### config.mk
export PLATFORM = sky130hd
export DESIGN_NAME = cache_controller
export DESIGN_NICKNAME = d
export VERILOG_FILES = /design/src/logic/cache_ctrl_pkg.sv /design/src/logic/cache_addr_pkg.sv /design/src/logic/cache_controller.sv
export VERILOG_INCLUDE_DIRS = /design/src /design/src/logic
export SDC_FILE = /design/constraint.sdc
export NUM_CORES = 1
export LEC_CHECK = 0
export BUFFER_PORTS_ARGS = -buffer_cell sky130_fd_sc_hd__buf_4
export CAP_MARGIN = 20
export CORE_AREA = 2 2 167 169
export CTS_CLUSTER_DIAMETER = 60
export CTS_CLUSTER_SIZE = 14
export DETAILED_ROUTE_END_ITERATION = 8
export DIE_AREA = 0 0 169 171
export GPL_TIMING_DRIVEN = 0
export PLACE_DENSITY = 0.56
export SYNTH_ARGS = -nofsm -noshare
export SYNTH_HDL_FRONTEND = slang
export SYNTH_SLANG_ARGS = --single-unit
### constraint.sdc
create_clock -name clk -period 6.2 [get_ports clk]
set_clock_uncertainty 0.05 [all_clocks]
set_input_delay 0.62 -clock clk [delete_from_list [all_inputs] [get_ports clk]]
set_output_delay 0.62 -clock clk [all_outputs]
set_load 0.05 [all_outputs]
### src/logic/cache_defines.svh
// ~~~~~~~~~~~~~~~~~~~~~~~~~~~~~~~~~~~~~~~~~~~~~~~~~~~~~~~~~~~~~~~~~~~~
// Geometry macros for the direct-mapped data cache, included by the
// address package and by every RTL file that sizes arrays or loops
// ~~~~~~~~~~~~~~~~~~~~~~~~~~~~~~~~~~~~~~~~~~~~~~~~~~~~~~~~~~~~~~~~~~~~

`ifndef CACHE_DEFINES_SVH
`define CACHE_DEFINES_SVH

// Line geometry
`define NUM_WORDS_PER_BLOCK 4    // Words in one line
`define NUM_INDEXES         256  // Lines in the cache

// Address split, byte bits are what is left over
`define INDEX_WIDTH         8
`define OFFSET_WIDTH        2    // Word offset inside the line
`define TAG_WIDTH           20

// Data path
`define WORD_WIDTH          32

`endif
### src/logic/cache_ctrl_pkg.sv
// ~~~~~~~~~~~~~~~~~~~~~~~~~~~~~~~~~~~~~~~~~~~~~~~~~~~~~~~~~~~~~~~~~~~~
// Miss FSM state encoding, used by the cache controller only
// ~~~~~~~~~~~~~~~~~~~~~~~~~~~~~~~~~~~~~~~~~~~~~~~~~~~~~~~~~~~~~~~~~~~~

package cache_ctrl_pkg;

    // Memory pulse is presented during SEND_WB and SEND_FETCH
    typedef enum logic [1:0] {
        IDLE       = 2'd0,  // Lookup, hit response
        SEND_WB    = 2'd1,  // Posted write of the dirty victim
        SEND_FETCH = 2'd2,  // Block read request out
        RECV_FILL  = 2'd3   // Waiting on mem_rsp_valid
    } ctrl_state_t;

    // Every state is reachable, no spare encodings

endpackage

### src/logic/cache_addr_pkg.sv
// ~~~~~~~~~~~~~~~~~~~~~~~~~~~~~~~~~~~~~~~~~~~~~~~~~~~~~~~~~~~~~~~~~~~~
// Address, word and block types plus the field extraction helpers;
// imported by wildcard into every cache RTL module
// ~~~~~~~~~~~~~~~~~~~~~~~~~~~~~~~~~~~~~~~~~~~~~~~~~~~~~~~~~~~~~~~~~~~~

`include "cache_defines.svh"

package cache_addr_pkg;

    typedef logic [`WORD_WIDTH-1:0]   word_t;
    typedef logic [`WORD_WIDTH-1:0]   addr_t;    // Byte address
    typedef logic [`TAG_WIDTH-1:0]    tag_t;
    typedef logic [`INDEX_WIDTH-1:0]  index_t;
    typedef logic [`OFFSET_WIDTH-1:0] offset_t;
    typedef logic [`NUM_WORDS_PER_BLOCK-1:0][`WORD_WIDTH-1:0] block_t;  // Word 0 in the low bits

    // Byte select bits below the word offset, unused by the cache
    localparam int BYTE_BITS = `WORD_WIDTH - `TAG_WIDTH - `INDEX_WIDTH - `OFFSET_WIDTH;

    function automatic tag_t addr_tag(addr_t addr);
        return addr[`WORD_WIDTH-1 -: `TAG_WIDTH];
    endfunction

    function automatic index_t addr_index(addr_t addr);
        return addr[BYTE_BITS+`OFFSET_WIDTH +: `INDEX_WIDTH];
    endfunction

    function automatic offset_t addr_offset(addr_t addr);
        return addr[BYTE_BITS +: `OFFSET_WIDTH];
    endfunction

    // Block aligned address, offset and byte bits zero
    function automatic addr_t block_addr(tag_t tag, index_t index);
        return {tag, index, {(`OFFSET_WIDTH+BYTE_BITS){1'b0}}};
    endfunction

endpackage

### src/logic/cache_controller.sv
// ~~~~~~~~~~~~~~~~~~~~~~~~~~~~~~~~~~~~~~~~~~~~~~~~~~~~~~~~~~~~~~~~~~~~
// Miss FSM of the cache: registers the core response on a hit and
// issues the write-back and fetch pulses to memory on a miss
// ~~~~~~~~~~~~~~~~~~~~~~~~~~~~~~~~~~~~~~~~~~~~~~~~~~~~~~~~~~~~~~~~~~~~

module cache_controller
    import cache_addr_pkg::*;
    import cache_ctrl_pkg::*;
(
    input  logic   clk,
    input  logic   reset,
    input  logic   req_valid,
    input  addr_t  req_addr,
    input  logic   hit,
    input  logic   miss,
    input  logic   evict_dirty,
    input  word_t  rdata,
    input  addr_t  evict_addr,
    input  block_t evict_data,
    input  logic   mem_rsp_valid,
    output logic   lookup_en,
    output logic   fill_en,
    output logic   rsp_valid,
    output word_t  rsp_rdata,
    output logic   mem_req_valid,
    output logic   mem_req_write,
    output addr_t  mem_req_addr,
    output block_t mem_req_wdata
);

    ctrl_state_t state;
    addr_t       fetch_addr;

    assign lookup_en = (state == IDLE) && req_valid;
    assign fill_en   = (state == RECV_FILL) && mem_rsp_valid;

    // Block of the held request
    assign fetch_addr = block_addr(addr_tag(req_addr), addr_index(req_addr));

    // State and strobes
    always_ff @(posedge clk) begin
        if (reset) begin
            state         <= IDLE;
            rsp_valid     <= 1'b0;
            mem_req_valid <= 1'b0;
        end else begin
            rsp_valid     <= 1'b0;  // Both strobes are single cycle
            mem_req_valid <= 1'b0;
            case (state)
                IDLE: begin
                    if (hit) begin
                        rsp_valid <= 1'b1;
                    end else if (miss) begin
                        mem_req_valid <= 1'b1;  // Write-back or fetch, first pulse
                        state         <= evict_dirty ? SEND_WB : SEND_FETCH;
                    end
                end
                SEND_WB: begin
                    mem_req_valid <= 1'b1;  // Fetch right behind the posted write
                    state         <= SEND_FETCH;
                end
                SEND_FETCH: state <= RECV_FILL;
                RECV_FILL: begin
                    if (mem_rsp_valid) begin
                        state <= IDLE;  // Look the request up again
                    end
                end
                default: state <= IDLE;
            endcase
        end
    end

    // Response word and memory payload
    always_ff @(posedge clk) begin
        if ((state == IDLE) && hit) begin
            rsp_rdata <= rdata;  // Already zero for writes
        end
        if ((state == IDLE) && miss) begin
            mem_req_write <= evict_dirty;
            mem_req_addr  <= evict_dirty ? evict_addr : fetch_addr;
            mem_req_wdata <= evict_data;  // Ignored by memory on a read
        end else if (state == SEND_WB) begin
            mem_req_write <= 1'b0;
            mem_req_addr  <= fetch_addr;
        end
    end

    // Only one read outstanding, a response outside the wait state is stray
    a_rsp_in_fill: assert property (
        @(posedge clk) disable iff (reset)
        mem_rsp_valid |-> (state == RECV_FILL)
    ) else $error("cache_controller: mem_rsp_valid outside RECV_FILL");

    // Refill installs the tag of req_addr, so the core must hold it
    a_req_held: assert property (
        @(posedge clk) disable iff (reset)
        (state != IDLE) |-> $stable(req_addr)
    ) else $error("cache_controller: req_addr changed during miss");

endmodule

# After elaboration in Yosys (flattened, before gate mapping)
# Index checks and enable logic that the tools add are counted.
[op_classes]
n_eq_ne = 6
mux = 14
n_bitwise = 1
n_reduce_logical = 8
[op_table]
columns = ["cell", "n"]
rows = [
  ["32-bit 2-to-1 mux", 3],
  ["2-bit 2-to-1 mux", 4],
  ["2-bit one-hot mux with 4 select lines", 1],
  ["2-bit inequality test, second input constant", 3],
  ["1-bit 2-to-1 mux", 5],
  ["2-bit == test, second input constant", 2],
  ["1-bit logical AND", 4],
  ["3-bit AND reduction", 1],
  ["2-bit by 1-bit == test with 1-bit output, second input constant", 1],
  ["2-bit logical NOT", 1],
  ["1-bit one-hot mux with 2 select lines", 1],
  ["2-bit nonzero test", 1],
  ["2-bit OR reduction", 1],
  ["1-bit inverter", 1],
]
[totals]
regBits = 197
input_bits = 231

# Depth between registers and ports, before layout
[depth]
ltp_word = 4
depth_mapped = 6

# Least setup slack after synthesis
# No wires, ideal clock.
[synth_path]
kind = "reg-to-reg"
start = "reg state[0]"
end = "reg mem_req_addr[0], enable pin"
arrival_ps = 4460
required_ps = 5775
path_slack_ps = 1315
path_stages_with_launch = 5
path_buffers = 0
synth_period_minus_slack_ps = 4885
path_cell_list = "dfxtp_1 -> inv_1 -> ha_1 -> and2_1 -> or2_2"
[synth_via]
elab_chain_cells = 3
[synth_rtl]
columns = ["element", "line_no", "source"]
rows = [
  ["from (decl)", "cache_controller.sv:31", "ctrl_state_t state;"],
  ["from (signal assigned)", "cache_controller.sv:55", "state <= evict_dirty ? SEND_WB : SEND_FETCH;"],
  ["2-bit logical NOT", "cache_controller.sv:78", "if ((state == IDLE) && miss) begin"],
  ["1-bit logical AND", "cache_controller.sv:78", ""],
  ["2-bit nonzero test (no line) (*)", "--", ""],
  ["to (signal assigned)", "cache_controller.sv:80", "mem_req_addr <= evict_dirty ? evict_addr : fetch_addr;"],
  ["to (signal assigned)", "cache_controller.sv:84", "mem_req_addr <= fetch_addr;"],
  ["to (decl)", "cache_controller.sv:27", "output addr_t mem_req_addr,"],
]
# Every way passes the cells marked *; elsewhere a longest branch is shown, timed or not.
# A chain may end at the register's enable or synchronous reset.

# Worst setup path in the final report
[layout_path]
start = "reg state[0]"
end = "reg mem_req_addr[7], enable pin"
# Same word-level chain as after synthesis.

==> flow_metrics.tcl <==
set metrics [dict create \
    gp_congestion 0.737 \
    cp.required_ns 6.20 \
    rsz0062_at_grt "false" \
    worst_slew_pin_slew_ns 0.904 \
    synth.top_cell.area_share_pct 88.1 \
    synth-async-reset-ratio_pct 0 \
    antenna_found_initial 0 \
    grt_usage_pct 12.4 \
    vias 4184 \
    syn-cell-area_um2 6580 \
    pwr-share-clk_pct 24.8 \
    synth_seq_cells 197 \
    ys_warn_count 0 \
    die_y_um 171 \
    ys.flop_type "edfxtp_1" \
    crit_fanout 45 \
    tns_ns 0 \
    start_util_pct 24.1 \
    routed_wirelength_mm 18.9 \
    ys_seq_area_share_pct 89.3 \
    routedWlPerCell_um 17.7 \
    max_stage_delay_ns 0.70 \
    cts_setup_buffers 0 \
    die-area_um2 28900 \
    grt_start_max_net_pins 60 \
    cts-htree-levels 4 \
    std_cell_rows 61 \
    hold_class "input pin to flop" \
    crit_path_top_delay_cell "or2_2" \
    switchingPower_mw 1.58 \
    switching_share_pct 36.6 \
    post-route-period-util_pct 42.4 \
    worstSetupEndpointType "flop" \
    clk_pin_slew_worst_paths_ns 0.08 \
    reg2reg_slack_ns 3.57 \
    drive_gt1_share_pct 68.3 \
    die_width_um 169 \
    dpl.hpwl_mm 14.6 \
    crit_type "flop to flop" \
    p_leak_nw 4.57 \
    cts_inserted_buffers 17 \
    clock_latency_ns 0.43 \
    setup_slack_ns 3.57 \
    drt-initial-drc-count 197 \
    synth_common_cells "edfxtp_1 (193), mux2_4 (25), and2_1 (7)" \
    synth_edf_count 193 \
    hold_buffers 0 \
    coreArea_um2 27300 \
    placed_cells 1034 \
    p_seq_share_pct 42.1 \
    power.internal_mw 2.74 \
    first_global_vias 4276 \
    layout.nets 943 \
    vias_per_cell 3.92 \
    area_growth_pct 64.4 \
    fmax_ghz 0.380 \
    clock_path_buffers 2 \
    antenna_left 0 \
    cts-root-buf "clkbuf_16" \
    yosysMostFrequentCell "edfxtp_1" \
    portBuffers 423 \
    synth_area_leaders "edfxtp_1 (88%), mux2_4 (5.7%), dfxtp_1 (1.2%)" \
    maxCapViolations 0 \
    period_minus_slack_ns 2.63 \
    pin_count 428 \
    yosys.area.top_type "edfxtp_1" \
    syn_avg_cell_area_um2 25.0 \
    layoutNonFillerInstCount 1067 \
    clock_sinks 197 \
    status "complete, no violations" \
    grt_pass1_wl_mm 25.9 \
    p_comb_share_pct 33.1 \
    first_pass_iters 4 \
    cts_tree "yes" \
    overflow 0 \
    max-slew-margin-rel_pct 39.6 \
    setup_viol 0 \
    slew_viol_final 0 \
    ys_types 17 \
    cp_cell_sequence "inv_1 -> ha_1 -> and2_4 -> buf_16 -> or2_2" \
    drc 0 \
    pre_cts_ws_ns 3.47 \
    p_per_area_nw_per_um2 399 \
    power.total_mw 4.32 \
    hold_violations 0 \
    final_util_pct 39.6 \
    syn_inst 263 \
    vdd_drop_max_uv 149 \
    cts_resized 0 \
    worstSetupStartpointType "flop" \
    arrival_ns 2.63 \
    syn_nets 499 \
]
-- worst max-delay path: cells and delay by family, from the launching register on --
family / cells / cell delay (ns)
adder cells (fa/ha/maj): 1 / 0.26
buffers and inverters: 2 / 0.40
flip-flops: 1 / 0.34
AND/OR/NAND/NOR: 2 / 1.16
-- path summary, 6_finish.rpt --
check	from	depth (start not counted)	end
min	rdata[17]	1	rsp_rdata[17]$_DFFE_PP_
max	state[0]$_SDFFE_PP0P_	5	mem_req_addr[7]$_DFFE_PP_
max reg2reg	state[0]$_SDFFE_PP0P_	5	mem_req_addr[7]$_DFFE_PP_
min reg2reg	state[0]$_SDFFE_PP0P_	3	mem_req_valid$_SDFF_PP0_
-- cells in the final DEF (no fill, tap or decap), drive strengths merged --
| master | synthesis | layout |
|---|---|---|
| ha | 5 | 5 |
| nor2 | 5 | 5 |
| nor2b | 1 | 1 |
| bufinv | 0 | 1 |
| nand2b | 3 | 3 |
| dfxtp | 4 | 4 |
| inv | 4 | 9 |
| clkinvlp | 0 | 2 |
| or2 | 1 | 1 |
| diode | 0 | 1 |
| and2 | 7 | 7 |
| clkbuf | 0 | 18 |
| a21oi | 3 | 3 |
| and3 | 1 | 1 |
| clkinv | 0 | 6 |
| mux2i | 1 | 1 |
| buf | 4 | 429 |
| nor3 | 1 | 1 |
| edfxtp | 193 | 193 |
| mux2 | 30 | 30 |
-- flip-flops by register name, summed over array words and instances (netlist names) --
register,flops
mem_req_wdata,128
mem_req_addr,32
rsp_rdata,32
state,2
mem_req_valid,1
mem_req_write,1
rsp_valid,1
-- power by group through the flow --
| stage | Sequential, mW | Clock (mW) | Combinational, mW |
|---|---|---|---|
| detailed placement | 1.85 | 0 | 1.45 |
| CTS | 1.82 | 1.11 | 1.45 |
| finish | 1.82 | 1.07 | 1.43 |
| global placement | 1.88 | 0 | 1.42 |
| floorplan | 2.60 | 0 | 0.187 |
| global route | 1.84 | 1.16 | 1.48 |
-- routing by layer --
layer  share of wire (%)  GRT usage [%]
met1                  38           14.0
met2                  51           21.0
met3                  11           5.44
met4                 1.3           4.24
met5                   0              0
-- stage by stage --
stage | instance area (um2) | hold slack (ns)
after global placement | 10200 | 0.629
after CTS | 10800 | 0.279
after detailed placement | 10300 | 0.648
after floorplan | 6580 | 0.569
final | 10800 | 0.311
after global routing | 10800 | 0.281
-- area by class of cell --
cell class / instances / area, um2
antenna: 1 / 2.50
buffer: 4 / 62.6
clock buffer: 18 / 429
clock inverter: 14 / 128
fill: 2574 / 16500
inverter: 4 / 15.0
multi-input combinational: 58 / 634
sequential: 197 / 5880
tap: 346 / 433
timing repair buffer: 425 / 3230
-- cells by family after synthesis --
| logic type | share of synthesized area (%) |
|---|---|
| AOI/OAI and AO/OA | 0.228 |
| adders and majority gates | 0.951 |
| buffers and inverters | 1.18 |
| DFF | 89.3 |
| and+or+nand+nor | 1.60 |
| muxes | 6.71 |
No activity file was read; power rests on OpenSTA's default activity.
